<file path="config.mk">
export PLATFORM = sky130hd
export DESIGN_NAME = vsaSystem
export DESIGN_NICKNAME = d
export VERILOG_FILES = /design/src/verilog/vsaPkg.sv /design/src/verilog/vsaAlu.sv /design/src/verilog/vsaCore.sv /design/src/verilog/vsaDataMem.sv /design/src/verilog/vsaInstrMem.sv /design/src/verilog/vsaRegFile.sv /design/src/verilog/vsaSystem.sv
export VERILOG_INCLUDE_DIRS = /design/src /design/src/verilog
export SDC_FILE = /design/constraint.sdc
export NUM_CORES = 1
export LEC_CHECK = 0
export BUFFER_PORTS_ARGS = -buffer_cell sky130_fd_sc_hd__buf_4
export CAP_MARGIN = 20
export CORE_ASPECT_RATIO = 1.4
export CORE_MARGIN = 2
export CORE_UTILIZATION = 59
export CTS_BUF_LIST = sky130_fd_sc_hd__clkbuf_4
export DETAILED_ROUTE_END_ITERATION = 7
export GPL_TIMING_DRIVEN = 0
export PLACE_DENSITY = 0.78
export SLEW_MARGIN = 20
export SYNTH_ARGS = -nofsm -noshare
export SYNTH_HDL_FRONTEND = slang
export SYNTH_SLANG_ARGS = --single-unit
</file>
<file path="constraint.sdc">
create_clock -name clock -period 2.6 [get_ports clock]
set_input_delay 0.39 -clock clock [delete_from_list [all_inputs] [get_ports clock]]
set_output_delay 0.39 -clock clock [all_outputs]
set_load 0.1 [all_outputs]
</file>
<file path="src/verilog/vsa_macros.svh">
// vsa widths and depths
`ifndef VSA_MACROS_SVH
`define VSA_MACROS_SVH

// datapath
`define VSA_DATA_W 5 // register and data word width

`define VSA_PC_W 5 // pc and memory address width

// instruction word, both formats
`define VSA_INSTR_W 12

// memories
`define VSA_IMEM_DEPTH 32 // program words, only even addresses fetched

`define VSA_DMEM_DEPTH 32 // data words

`endif
</file>
<file path="src/verilog/vsaPkg.sv">
// vsa shared types
`include "vsa_macros.svh"

package vsaPkg;

    // major opcodes, top three bits of every instruction
    typedef enum logic [2:0] {
        LW    = 3'd0,
        SW    = 3'd1,
        BEQZ  = 3'd2,
        ALUOP = 3'd3, // r-format group, func selects the operation
        ADDI  = 3'd4,
        SUBI  = 3'd5
    } opcodeT;

    // r-format function field
    typedef enum logic [2:0] {
        ADD = 3'd0,
        SUB = 3'd1,
        AND = 3'd2,
        OR  = 3'd3,
        XOR = 3'd4,
        NOT = 3'd5, // unary on a
        SRL = 3'd6, // unary on a
        SRA = 3'd7  // unary on a
    } aluFuncT;

    // sequencer states, one instruction per full lap
    typedef enum logic [2:0] {
        FETCH     = 3'd0,
        DECODE    = 3'd1,
        EXECUTE   = 3'd2,
        MEMORY    = 3'd3,
        WRITEBACK = 3'd4
    } cpuStateT;

    typedef struct packed {
        opcodeT      opcode;
        logic [1:0]  src1;
        logic [1:0]  src2;
        logic [1:0]  dest; // rd
        aluFuncT     func;
    } rFormatT;

    typedef struct packed {
        opcodeT                  opcode;
        logic [1:0]              src1;
        logic [1:0]              dest; // overlaps r-format src2
        logic [`VSA_DATA_W-1:0]  imm;  // overlaps r-format dest and func
    } iFormatT;

    // one IR word, read through both views
    typedef union packed {
        rFormatT rFmt;
        iFormatT iFmt;
    } instrWordT;

    // everything the execute unit needs for one instruction
    typedef struct packed {
        opcodeT                  opcode;
        aluFuncT                 func;
        logic [`VSA_DATA_W-1:0]  a;
        logic [`VSA_DATA_W-1:0]  b;
        logic [`VSA_DATA_W-1:0]  imm;
        logic [`VSA_PC_W-1:0]    npc; // base for branch target
    } aluReqT;

endpackage

</file>
<file path="src/verilog/vsaAlu.sv">
// vsa execute unit
`include "vsa_macros.svh"

module vsaAlu import vsaPkg::*; (
    input  aluReqT                  req,
    output logic [`VSA_DATA_W-1:0]  result,
    output logic                    zeroFlag
);

    localparam int W = `VSA_DATA_W;

    logic [`VSA_PC_W-1:0] branchTarget;

    // word offset from low four imm bits, no sign extension
    assign branchTarget = req.npc + `VSA_PC_W'({req.imm[3:0], 1'b0});

    always_comb begin
        result   = '0;
        zeroFlag = 1'b0;
        case (req.opcode)
            LW, SW: begin
                result = req.a + req.imm; // effective address
            end
            ALUOP: begin
                case (req.func)
                    ADD: result = req.a + req.b;
                    SUB: result = req.a - req.b;
                    AND: result = req.a & req.b;
                    OR:  result = req.a | req.b;
                    XOR: result = req.a ^ req.b;
                    NOT: result = ~req.a;
                    SRL: result = {1'b0, req.a[W-1:1]};
                    SRA: result = {req.a[W-1], req.a[W-1:1]}; // keep sign bit
                    default: result = '0;
                endcase
            end
            ADDI: begin
                result = req.a + req.imm;
            end
            SUBI: begin
                result = req.a - req.imm;
            end
            BEQZ: begin
                result   = branchTarget;
                zeroFlag = (req.a == '0); // taken condition
            end
            default: begin
                result = '0; // undefined opcodes do nothing
            end
        endcase
    end

endmodule

</file>
<file path="src/verilog/vsaCore.sv">
// vsa multi-cycle core
`include "vsa_macros.svh"

module vsaCore import vsaPkg::*; (
    input  logic                    clock,
    input  logic                    rstN,
    output logic [`VSA_PC_W-1:0]    pc,
    input  instrWordT               instruction,
    output logic [`VSA_DATA_W-1:0]  dataAddr,
    input  logic [`VSA_DATA_W-1:0]  dataIn,
    output logic [`VSA_DATA_W-1:0]  dataOut,
    output logic                    wr
);

    cpuStateT state;
    cpuStateT stateNext;

    instrWordT                ir;     // instruction register
    logic [`VSA_PC_W-1:0]     npc;    // pc plus two
    logic [`VSA_DATA_W-1:0]   a;      // first operand
    logic [`VSA_DATA_W-1:0]   b;      // second operand, also store data
    logic [`VSA_DATA_W-1:0]   aluOut; // latched execute result
    logic                     cond;   // branch taken
    logic [`VSA_DATA_W-1:0]   lmd;    // load data

    logic [`VSA_DATA_W-1:0]   rdA;
    logic [`VSA_DATA_W-1:0]   rdB;
    logic [`VSA_DATA_W-1:0]   aluResult;
    logic                     zeroFlag;
    aluReqT                   aluReq;

    logic                     wrEn;
    logic [1:0]               wrIdx;
    logic [`VSA_DATA_W-1:0]   wrData;
    opcodeT                   opcode;

    assign opcode = ir.rFmt.opcode; // same bits in both formats

    // register file and ALU side by side
    vsaRegFile regFile (
        .clock  (clock),
        .rstN   (rstN),
        .rdIdxA (ir.rFmt.src1),
        .rdIdxB (ir.rFmt.src2),
        .rdA    (rdA),
        .rdB    (rdB),
        .wrEn   (wrEn),
        .wrIdx  (wrIdx),
        .wrData (wrData)
    );

    always_comb begin
        aluReq.opcode = opcode;
        aluReq.func   = ir.rFmt.func;
        aluReq.a      = a;
        aluReq.b      = b;
        aluReq.imm    = ir.iFmt.imm;
        aluReq.npc    = npc;
    end

    vsaAlu alu (
        .req      (aluReq),
        .result   (aluResult),
        .zeroFlag (zeroFlag)
    );

    // fixed five-state lap
    always_comb begin
        case (state)
            FETCH:   stateNext = DECODE;
            DECODE:  stateNext = EXECUTE;
            EXECUTE: stateNext = MEMORY;
            MEMORY:  stateNext = WRITEBACK;
            default: stateNext = FETCH; // WRITEBACK and illegal codes
        endcase
    end

    // control state
    always_ff @(posedge clock or negedge rstN) begin
        if (!rstN) begin
            state <= FETCH;
            pc    <= '0;
            ir    <= '0;
            cond  <= 1'b0;
        end else begin
            state <= stateNext;
            if (state == FETCH) begin
                ir <= instruction;
            end
            if (state == EXECUTE) begin
                cond <= zeroFlag; // low for anything but BEQZ
            end
            if (state == MEMORY) begin
                pc <= cond ? aluOut : npc; // taken target or fall through
            end
        end
    end

    // datapath registers
    always_ff @(posedge clock) begin
        case (state)
            FETCH: begin
                npc <= pc + `VSA_PC_W'(2);
            end
            DECODE: begin
                a <= rdA;
                b <= rdB;
            end
            EXECUTE: begin
                aluOut <= aluResult;
            end
            MEMORY: begin
                if (opcode == LW) lmd <= dataIn;
            end
            default: ;
        endcase
    end

    // write-back, lands on the edge closing WRITEBACK
    assign wrEn   = (state == WRITEBACK) &&
                    ((opcode == ALUOP) || (opcode == ADDI) ||
                     (opcode == SUBI) || (opcode == LW));
    assign wrIdx  = (opcode == ALUOP) ? ir.rFmt.dest : ir.iFmt.dest;
    assign wrData = (opcode == LW) ? lmd : aluOut;

    // data bus
    assign dataAddr = aluOut;
    assign dataOut  = b;
    assign wr       = (state == MEMORY) && (opcode == SW); // one cycle per store

endmodule

</file>
<file path="src/verilog/vsaDataMem.sv">
// vsa data memory
`include "vsa_macros.svh"

module vsaDataMem (
    input  logic                    clock,
    input  logic                    rstN,
    input  logic [`VSA_DATA_W-1:0]  addr,
    input  logic [`VSA_DATA_W-1:0]  wrData,
    input  logic                    wr,
    output logic [`VSA_DATA_W-1:0]  rdData
);

    logic [`VSA_DATA_W-1:0] mem [0:`VSA_DMEM_DEPTH-1];

    // whole array starts at zero
    always_ff @(posedge clock or negedge rstN) begin
        if (!rstN) begin
            for (int i = 0; i < `VSA_DMEM_DEPTH; i++) begin
                mem[i] <= '0;
            end
        end else if (wr) begin
            mem[addr] <= wrData; // store from MEMORY cycle
        end
    end

    // combinational read for LW
    assign rdData = mem[addr];

endmodule

</file>
<file path="src/verilog/vsaInstrMem.sv">
// vsa instruction memory
`include "vsa_macros.svh"

module vsaInstrMem import vsaPkg::*; (
    input  logic                  clock,
    input  logic                  loadEn,
    input  logic [`VSA_PC_W-1:0]  loadAddr,
    input  instrWordT             loadData,
    input  logic [`VSA_PC_W-1:0]  addr,
    output instrWordT             instruction
);

    instrWordT mem [0:`VSA_IMEM_DEPTH-1]; // program store

    // load port, used while the core sits in reset
    always_ff @(posedge clock) begin
        if (loadEn) begin
            mem[loadAddr] <= loadData;
        end
    end

    // fetch path, no latency
    assign instruction = mem[addr];

endmodule

</file>
<file path="src/verilog/vsaRegFile.sv">
// vsa register file
`include "vsa_macros.svh"

module vsaRegFile (
    input  logic                    clock,
    input  logic                    rstN,
    input  logic [1:0]              rdIdxA,
    input  logic [1:0]              rdIdxB,
    output logic [`VSA_DATA_W-1:0]  rdA,
    output logic [`VSA_DATA_W-1:0]  rdB,
    input  logic                    wrEn,
    input  logic [1:0]              wrIdx,
    input  logic [`VSA_DATA_W-1:0]  wrData
);

    logic [`VSA_DATA_W-1:0] regs [1:3]; // R1..R3, R0 has no storage

    always_ff @(posedge clock or negedge rstN) begin
        if (!rstN) begin
            for (int i = 1; i <= 3; i++) begin
                regs[i] <= '0;
            end
        end else if (wrEn && (wrIdx != 2'd0)) begin // drop writes to R0
            regs[wrIdx] <= wrData;
        end
    end

    // asynchronous reads, R0 reads zero
    assign rdA = (rdIdxA == 2'd0) ? '0 : regs[rdIdxA];
    assign rdB = (rdIdxB == 2'd0) ? '0 : regs[rdIdxB];

endmodule

</file>
<file path="src/verilog/vsaSystem.sv">
// vsa processor subsystem
`include "vsa_macros.svh"

module vsaSystem import vsaPkg::*; (
    input  logic                    clock,
    input  logic                    rstN,
    input  logic                    loadEn,   // program load strobe
    input  logic [`VSA_PC_W-1:0]    loadAddr,
    input  instrWordT               loadData,
    output logic [`VSA_PC_W-1:0]    pc,
    output logic [`VSA_DATA_W-1:0]  dataAddr,
    output logic [`VSA_DATA_W-1:0]  dataOut,
    output logic                    wr
);

    instrWordT               instruction; // fetch data
    logic [`VSA_DATA_W-1:0]  dataIn;      // load data

    vsaCore core (
        .clock       (clock),
        .rstN        (rstN),
        .pc          (pc),
        .instruction (instruction),
        .dataAddr    (dataAddr),
        .dataIn      (dataIn),
        .dataOut     (dataOut),
        .wr          (wr)
    );

    // program store, read at pc
    vsaInstrMem instrMem (
        .clock       (clock),
        .loadEn      (loadEn),
        .loadAddr    (loadAddr),
        .loadData    (loadData),
        .addr        (pc),
        .instruction (instruction)
    );

    // data store on the core bus
    vsaDataMem dataMem (
        .clock  (clock),
        .rstN   (rstN),
        .addr   (dataAddr),
        .wrData (dataOut),
        .wr     (wr),
        .rdData (dataIn)
    );

endmodule

</file>
* Yosys cells after proc, flatten, opt, wreduce, memory -nomap -nowiden
Memory sizes are Yosys's and may differ from the RTL's. A register that Yosys moved wholly into a read port is not among the register bits.
Cells that the tools add are included.
** Operators by class
- Bitwise logic cells :: 8
- Reduce and logical (&&, ||, !) cells :: 18
- Equality and inequality tests :: 16
- Divide/modulo/power cells :: 0
- Shift operators :: 0
- Muxes and demuxes :: 24
- Multipliers :: 0
- Order comparisons :: 6
- Add/subtract/negate cells :: 6
** Operators by type and width (count)
- bitwise mux 160 bit :: 1
- 2-to-1 mux 5 bit :: 10
- one-hot mux 5 bit (8 select lines) :: 1
- binary-select mux 5 bit (select 5 bit) :: 1
- demux 5 bit (select 5 bit) :: 1
- equality test 3 bit, second input constant :: 7
- binary-select mux 5 bit (select 2 bit) :: 2
- one-hot mux 5 bit (4 select lines) :: 1
- equality test 3 x 2 -> 1 bit, second input constant :: 6
- adder 5 bit :: 3
- bitwise mux 15 bit :: 1
- one-hot mux 3 bit (4 select lines) :: 1
- demux 5 bit (select 2 bit) :: 1
- subtractor 5 bit :: 2
- equality test 3 x 1 -> 1 bit, second input constant :: 3
- >= comparator 3 bit, second input constant :: 3
- zero test 3 bit :: 3
- NOT 2 -> 3 bit :: 3
- >= comparator 6 bit, second input constant :: 1
- < comparator 6 x 1 -> 1 bit, second input constant :: 1
- NOT 5 -> 6 bit :: 1
- adder 5 x 2 -> 5 bit, second input constant :: 1
- bitwise AND 5 bit :: 1
- logical AND 1 bit :: 5
- other kinds (13) :: 18
** Storage, ports and cells
- Output and inout port bits :: 16
- Memories kept :: 1
- Flip-flop bits (word level) :: 209
- Latch bits :: 0
- Logic and storage cells :: 122
- ROM bits :: 0
- RAM bits :: 384
- Bits of input ports :: 20
** Memory list
- instrMem.mem :: words 32, bits a word 12, read ports 1, clocked after Yosys merged registers in 1, wr ports 1, line vsaInstrMem.sv:13 : instrWordT mem [0:`VSA_IMEM_DEPTH-1];

* Depth between registers and ports, before layout
Gate-level depths: netlist of the first run.
- Depth after elaboration :: 8
- Depth in mapped cells :: 11
- Gate-level depth less buffers :: 11

* Hierarchy
From an unflattened synthesis of the first run, not the netlist that was laid out.
** Second synthesis, totals
- Cells, all modules :: 1706
- Area, all modules :: 26426.6 µm²
** Modules (own cells, without submodules)
- vsaInstrMem :: cells each 856, seq. area each 11531.1 µm², area an instance 15228.4 µm², instances 1
- vsaDataMem :: cells each 553, seq. area each 4003.8 µm², area an instance 7541.0 µm², instances 1
- vsaCore :: cells each 104, seq. area each 1276.2 µm², area an instance 1795.5 µm², instances 1
- vsaAlu :: cells each 136, seq. area each 0.0 µm², area an instance 1062.3 µm², instances 1
- vsaRegFile :: cells each 57, seq. area each 375.4 µm², area an instance 799.5 µm², instances 1

* Worst setup path after synthesis of the first run
OpenSTA, ideal clock, no wires.
- Kind :: register to register
- Start point :: register core.ir[1] (netlist name) (read register of instrMem.mem)
- End point :: register core.aluOut[4], in the netlist core.dataAddr[4] (data pin)
- Setup time :: 0.270 ns
- Path buffers :: 0
- Path slack :: -0.156 ns
- Arrival :: 2.486 ns
- Cell stages (with the launch flop) :: 12
- Period minus slack after synthesis :: 2.756 ns
- Data required time :: 2.330 ns
- Path through :: dfrtp_1 > inv_1 > ha_1 > nor2b_1 > nor2_1 > xnor2_1 > ha_1 > a21o_1 > a21oi_1 > xnor3_1 > o21ai_0 > o211ai_1
** On the way
- Cells in the longest elaborated chain, start to end :: 3
- Elaborated cells between the ends (all ways) :: 13
- Those cells by class :: 3 x add/sub; 7 x eq/ne; 2 x mux; 1 x reduce/logical
** Ends and longest elaborated chain
- start, declared :: line vsaCore.sv:18 : instrWordT ir;
- parallel branches: the longest is 2 deep, another holds adder 5 bit
- one-hot mux 5 bit (4 select lines) (*) :: line vsaAlu.sv:20 : case (req.opcode)
- end signal, assigned :: line vsaCore.sv:110 : aluOut <= aluResult;
- end, declared :: line vsaCore.sv:22 : logic [`VSA_DATA_W-1:0] aluOut;
Mark *: on every way between the ends.
A chain may end at the register's enable or synchronous reset.

==> flow_summary.toml, run 1 <==
[setup_path]
cp_common_cell = "buf_4"
cpMaxStageDelayCell = "dfrtp_2"
cp-endpoint = "core.ir[8]"
cpLargestDelayFamily = "compound AO/OA/AOI/OAI gates"
worstPathRequired_ps = 3370
cp-start-kind = "flop"
rrSetupSlack_ps = 20
path_depth = 8
end_kind = "flop"
reg2regPathDepth = 8
path_cells = "buf_2 -> buf_4 -> buf_4 -> mux2i_1 -> a22oi_1 -> a31oi_2 -> a21oi_1 -> a221o_1"
max_stage_delay_ps = 440
critical_path_class = "flop to flop"
r2r_end = "core.ir[8]"
cp_num_buf_inv = 3
critPathArrivalTime_ps = 3350
cp-startpoint = "core.pc[1]"
rr_startpoint = "core.pc[1]"
cp_max_fo = 10

[clock_network]
clkSinkCount = 605
cts_buffers = 144
cts.reportedPaths.clkPinSlew_ps = 80
clockBufferDepth = 3
cts_tree = "built"
cts-htree-levels = 4
clk_root_buffer_cell = "clkbuf_4"
clock_latency_ps = 890

[timing]
slew_headroom_pct = 26.17
worst_slew_pin_slew_ps = 1103
hold_viol_final = 0
fmax_mhz = 387.3
period_share_pct = 99.29
fin_hold_ws_ps = 101.9
min_period_ps = 2582
setup_viol = 0
skew_ps = 64.20
rsz0062_at_grt = "true"
maxSlewViolCount = 0

[global_routing]
grt_pass1_vias = 15792
grt_util_all_layers_pct = 27.73
grt_pass1_wl_um = 93020
grt_overflow = 0
antenna_found_initial = 1
grt_max_degree = 104

[layout]
postLayoutCoreUtil_pct = 67.04
stdcell_area_um2 = 29390
final_nets = 1834
synthToLayoutAreaGrowth_pct = 12.95
finalNonFillerCells = 2452
drive_gt1_share_pct = 35.29

[min_path]
min_path_type = "input pin to asynchronous set/reset pin"

[logic_synthesis]
synth_area_leaders = "edfxtp_1 (47%), dfrtp_1 (19%), mux2_2 (8.4%)"
ys_warn_count = 0
yosys_most_used_dff = "edfxtp_1"
synth_top_area_share_pct = 47.21
synthCells = 1570
netlist_area_um2 = 26020
ys_types = 67
yosys_register_bits = 605
syn_nets = 1621
synth_edf_count = 409
syn-mean-instance-area_um2 = 16.57
synth_seq_area_share_pct = 66.06
synth_top_cell_by_area = "edfxtp_1"
synth_async_sr_flop_share_pct = 32.40

[routing]
routedWlPerCell_um = 25.37
antenna_left = 0
viasPerCell = 6.216
route.detailed.drc = 0
drt_pass1_iterations = 6
wl_um = 62220
num_vias = 15241
drt_iter0_markers = 1247

[placement]
placed_cell_area_um2 = 27060
dp.cells = 2164
gp_congestion = 0.9587
numPortBuffers = 35
dp_hpwl_um = 41750

[die]
start_util_pct = 59.35
row_count = 91
num_io_pins = 36
die_w_um = 181.5
die-height_um = 252.5
core_area_um2 = 43840
die-area_um2 = 45820

[pwr]
p_sw_uw = 6468
p_seq_share_pct = 49.0
swShare_pct = 27.30
intPower_uw = 17230
ir_worst_vdd_mv = 0.5580
p_comb_share_pct = 18.3
clockPowerShare_pct = 32.7
power_density_nw_per_um2 = 806.3
power.leakage_uw = 0.01153

[run_status]
run_status = "finished clean"

[run]
maxCapViolations = 0
-- synth_stat cells, drive strengths merged, types with 8 or more instances --
cell    instances
edfxtp        409
mux2          199
dfrtp         196
mux2i         132
mux4           76
a22oi          59
nor2           58
clkbuf         52
buf            45
nand2          45
ha             28
o21ai          25
inv            24
a21oi          21
nand3          17
o22ai          16
nor2b          14
a31oi          13
a22o           10
o31ai          10
a221o           9
xnor2           9
nand3b          8
nor3            8
nor3b           8
-- registers in the layout, summed over array words and instances, names as in the netlist --
name / cells
core.lmd: 5
instrMem.mem: 384
core.pc: 5
core.npc: 5
core.a: 5
core.regFile.regs: 15
core.cond: 1
dataMem.mem: 160
core.dataAddr: 5
core.state: 3
core.ir: 12
core.dataOut: 5
-- power groups by stage --
stage | clock network (µW) | registers [µW] | logic, µW
4_1_cts | 7850 | 11600 | 4190
5_1_grt | 8310 | 11700 | 4660
6_report | 7760 | 11600 | 4330
3_3_place_gp | 0 | 11700 | 3980
3_5_place_dp | 0 | 11800 | 4110
2_1_floorplan | 0 | 11700 | 2990
-- cell families after synthesis --
group	share of synthesized area, %
multiplexers	20.27
buffers and inverters	2.106
AND/OR/NAND/NOR	4.083
AO/OA/AOI/OAI	5.280
XOR/XNOR	0.6252
flip-flops	66.06
adder cells (fa/ha/maj)	1.577
-- worst min-delay path by stage --
| stage | slack [ps] | from | depth (start not counted) | end |
|---|---|---|---|---|
| 6_report | 100 | rstN | 2 | dataMem.mem[25] |
| 5_1_grt | 120 | loadAddr[2] | 3 | instrMem.mem[19][11] |
| 4_1_cts | 80 | rstN | 2 | dataMem.mem[20] |
| 3_5_place_dp | 460 | rstN | 1 | dataMem.mem[44] |
| 3_3_place_gp | 460 | core.pc[0] | 0 | core.npc[0] |
| 2_1_floorplan | 90 | rstN | 0 | core.cond |
-- cell type report --
type / count / area, µm²
Clock inverter: 47 / 289.0
Clock buffer: 209 / 1569
Timing Repair Buffer: 69 / 594.3
Antenna cell: 1 / 2.502
Tap cell: 558 / 698.2
Fill cell: 2916 / 14450
Sequential cell: 605 / 17190
Buffer: 95 / 498.0
Multi-Input combinational cell: 844 / 8448
Inverter: 24 / 93.84
-- per-stage QoR --
| step | total power [µW] | setup TNS, ps | worst slack, ps |
|---|---|---|---|
| after floorplan | 14670 | -24.89 | -24.89 |
| after global placement | 15690 | -24870 | -817.8 |
| after detailed placement | 15880 | -3958 | -776.4 |
| after CTS | 23630 | 0 | 4.792 |
| after global routing | 24640 | -169.7 | -81.36 |
| final | 23690 | 0 | 18.35 |
-- layout by cell type (no fill, tap or decap), types with 26 or more instances in the layout --
| cell | synthesis | final |
|---|---|---|
| edfxtp_1 | 409 | 409 |
| clkbuf_4 | 0 | 215 |
| mux2_2 | 193 | 193 |
| dfrtp_1 | 196 | 191 |
| mux2i_1 | 132 | 131 |
| mux4_2 | 76 | 76 |
| buf_4 | 10 | 67 |
| a22oi_1 | 59 | 59 |
| nand2_1 | 45 | 45 |
| clkbuf_1 | 48 | 39 |
| nor2_1 | 56 | 36 |
| clkinv_1 | 0 | 33 |
| ha_1 | 28 | 26 |
-- routing by layer --
metal | track usage [%] | vias to the layer above | routed length [µm]
met4 | 19.40 | 0 | 4202
met5 | 0 | - | 0
met1 | 30.21 | 7704 | 21650
met2 | 49.09 | 666 | 32850
li1 | - | 6669 | -
met3 | 5.000 | 202 | 3517
-- repair_timing --
item                                    CTS  global route
gates resized for setup                  32            17
buffers inserted                         11             8
pin swaps                                 2             3
hold endpoints to repair                477             0
endpoints found under the setup margin   18            55
hold buffers                             13             0
No activity file was read; power rests on OpenSTA's default activity.
==> inputs of run 2 (changes only) <==
- CTS_BUF_LIST: sky130_fd_sc_hd__clkbuf_4 -> sky130_fd_sc_hd__clkbuf_2 sky130_fd_sc_hd__clkbuf_4 sky130_fd_sc_hd__clkbuf_8
==> run 2 against run 1 <==
  * Clock-buffer cell count is 91 lower
  * Critical endpoint is now dataMem.mem[134]
  * Sequential share of layout area is 0.62 points higher
  * The flow now finishes with violations (negative setup slack)
  * Largest cell class unchanged
  * First-iteration DRC count is 3.7% higher
  * Critical path depth is 3 lower
  * Register-to-register slack worse by 20 ps
  * Clock skew is 27 ps lower
  * Largest power group unchanged
==> flow_summary.toml, run 2 (synthesis gave the netlist of run 1 again) <==
[layout]
final-seq-area_um2 = 17190
synthToLayoutAreaGrowth_pct = 11.75
final_nets = 1764
layout_common_cells = "edfxtp_1 (409), mux2_2 (193), dfrtp_1 (192)"
nFillCells = 2930
drive_gt1_share_pct = 32.62
multiInputGateArea_um2 = 8451
largest_reg_flops = 384
postLayoutCoreUtil_pct = 66.33
regMostFlops = "instrMem.mem"
final_common_cell = "edfxtp_1"
reg_top3 = "instrMem.mem: 384 flops, dataMem.mem: 160 flops, core.regFile.regs: 15 flops"

[setup_path]
cpMaxStageDelayCell = "nor3b_2"
worstPathRequired_ps = 3140
critPathArrivalTime_ps = 3140
end_kind = "flop"
max_stage_delay_ps = 730
critical_path_class = "flop to flop"
cp-start-kind = "flop"
cp_max_fo = 8
path_cells = "nand3b_1 -> nand3b_4 -> nor3b_2 -> nand2_1 -> mux2_2"

[clock_network]
cts_tree = "built"
cts-htree-levels = 3
cts.reportedPaths.clkPinSlew_ps = 60
clockBufferDepth = 3
clkSinkCount = 605
cts_buffers = 88
clk_root_buffer_cell = "clkbuf_8"
clock_latency_ps = 700

[timing]
setup_viol = 1
min_period_ps = 2602
skew_ps = 37.48
fmax_mhz = 384.4
fin_hold_ws_ps = 122.0
maxSlewViolCount = 0
hold_viol_final = 0
period_share_pct = 100.1
finalWorstSetupSlack_ps = -1.568
worst_slew_pin_slew_ps = 1111
slew_headroom_pct = 25.63
rsz0062_at_grt = "true"

[run_status]
violations = "negative setup slack"
run_status = "finished, violations left"

[min_path]
min_path_type = "input pin to flop"

[die]
die-height_um = 252.5
start_util_pct = 59.35
die-area_um2 = 45820
die_w_um = 181.5
core_area_um2 = 43840
num_io_pins = 36
row_count = 91

[global_routing]
grt_overflow = 0
grt_pass1_wl_um = 91820
grt_max_degree = 104
antenna_found_initial = 1
grt_util_all_layers_pct = 27.37
grt_pass1_vias = 15231

[routing]
viasPerCell = 6.296
antenna_left = 0
wl_um = 61800
drt_iter0_markers = 1293
routedWlPerCell_um = 26.44
route.detailed.drc = 0
num_vias = 14713
drt_pass1_iterations = 7

[pwr]
p_comb_share_pct = 18.7
p_sw_uw = 6312
power.leakage_uw = 0.01129
ir_worst_vdd_mv = 0.5382
swShare_pct = 27.08
clockPowerShare_pct = 31.6
power_density_nw_per_um2 = 801.5
p_seq_share_pct = 49.7
intPower_uw = 16990
p_total_uw = 23300

[placement]
dp_slack_ps = -776.4
gp_congestion = 0.9587
dp_hpwl_um = 41750
numPortBuffers = 35

[run]
maxCapViolations = 0
==> run 2: cell count changes in the layout (fill, tap and decap cells not counted), moves of 2 or more <==
cell           change
clkinv_2          +10
bufinv_16          -2
buf_2              -3
a22oi_2            +3
clkinv_1          -14
inv_2              -3
a22oi_1            -3
clkbuf_4         -181
clkinv_8           +2
clkinvlp_4         -4
clkbuf_8          +92
dlygate4sd3_1     -12
clkinv_4           -3
==> run 2: final cells by class <==
class,count,area share [%]
antenna,1,0.008607
buffer,96,1.751
clock buffer,118,5.026
clock inverter,37,0.7918
inverter,24,0.3184
multi-input combinational,844,29.06
sequential,605,59.13
tap,558,2.401
timing repair buffer,54,1.510
==> run 2: metal layers <==
layer / part of all wire (%) / vias up / track usage (%)
met2: 53 / 613 / 48.87
met4: 5.9 / 0 / 16.84
met1: 35 / 7511 / 30.51
li1: - / 6440 / -
met5: 0 / - / 0
met3: 6.0 / 149 / 4.841
==> run 2: power by group through the flow <==
| stage | logic (µW) | registers, µW | clock network [µW] |
|---|---|---|---|
| finish | 4350 | 11600 | 7370 |
| global route | 4660 | 11700 | 7840 |
| CTS | 4200 | 11600 | 7440 |
| detailed placement | 4110 | 11800 | 0 |
| global placement | 3980 | 11700 | 0 |
| floorplan | 2990 | 11700 | 0 |
==> run 2: final timing paths <==
| path | start | end | slack, ps | depth (start not counted) |
|---|---|---|---|---|
| min in group asynchronous | rstN | dataMem.mem[57] | 330 | 2 |
| worst min-delay path | loadData[6] | instrMem.mem[26][6] | 120 | 1 |
| max in group asynchronous | rstN | dataMem.mem[134] | 1310 | 3 |
| worst max-delay path | core.state[2] | dataMem.mem[134] | -2 | 5 |
| worst min register to register | core.pc[0] | core.npc[0] | 470 | 0 |
| worst max register to register | core.state[2] | dataMem.mem[134] | -2 | 5 |
==> run 2: worst max-delay path: cells and delay by family, from the launching register on <==
family	cells	cell delay [ps]
flip-flops	1	420
AND/OR/NAND/NOR	4	1670
multiplexers	1	370
==> run 2: repair_timing <==
item / CTS / global route
buffers inserted: 9 / 6
resized for setup: 28 / 22
hold buffers: 1 / 0
hold endpoints to repair: 93 / 0
pin swaps: 3 / 2
setup endpoints to repair: 16 / 34
==> run 2: metrics by stage <==
stage                     setup TNS, ps  std cells  instance area (µm²)
after global placement           -24870       2163                27000
after CTS                        -1.259       2328                28900
after global routing             -196.6       2337                29080
after detailed placement          -3958       2164                27060
after floorplan                  -24.89       1570                26040
final                            -1.568       2337                29080
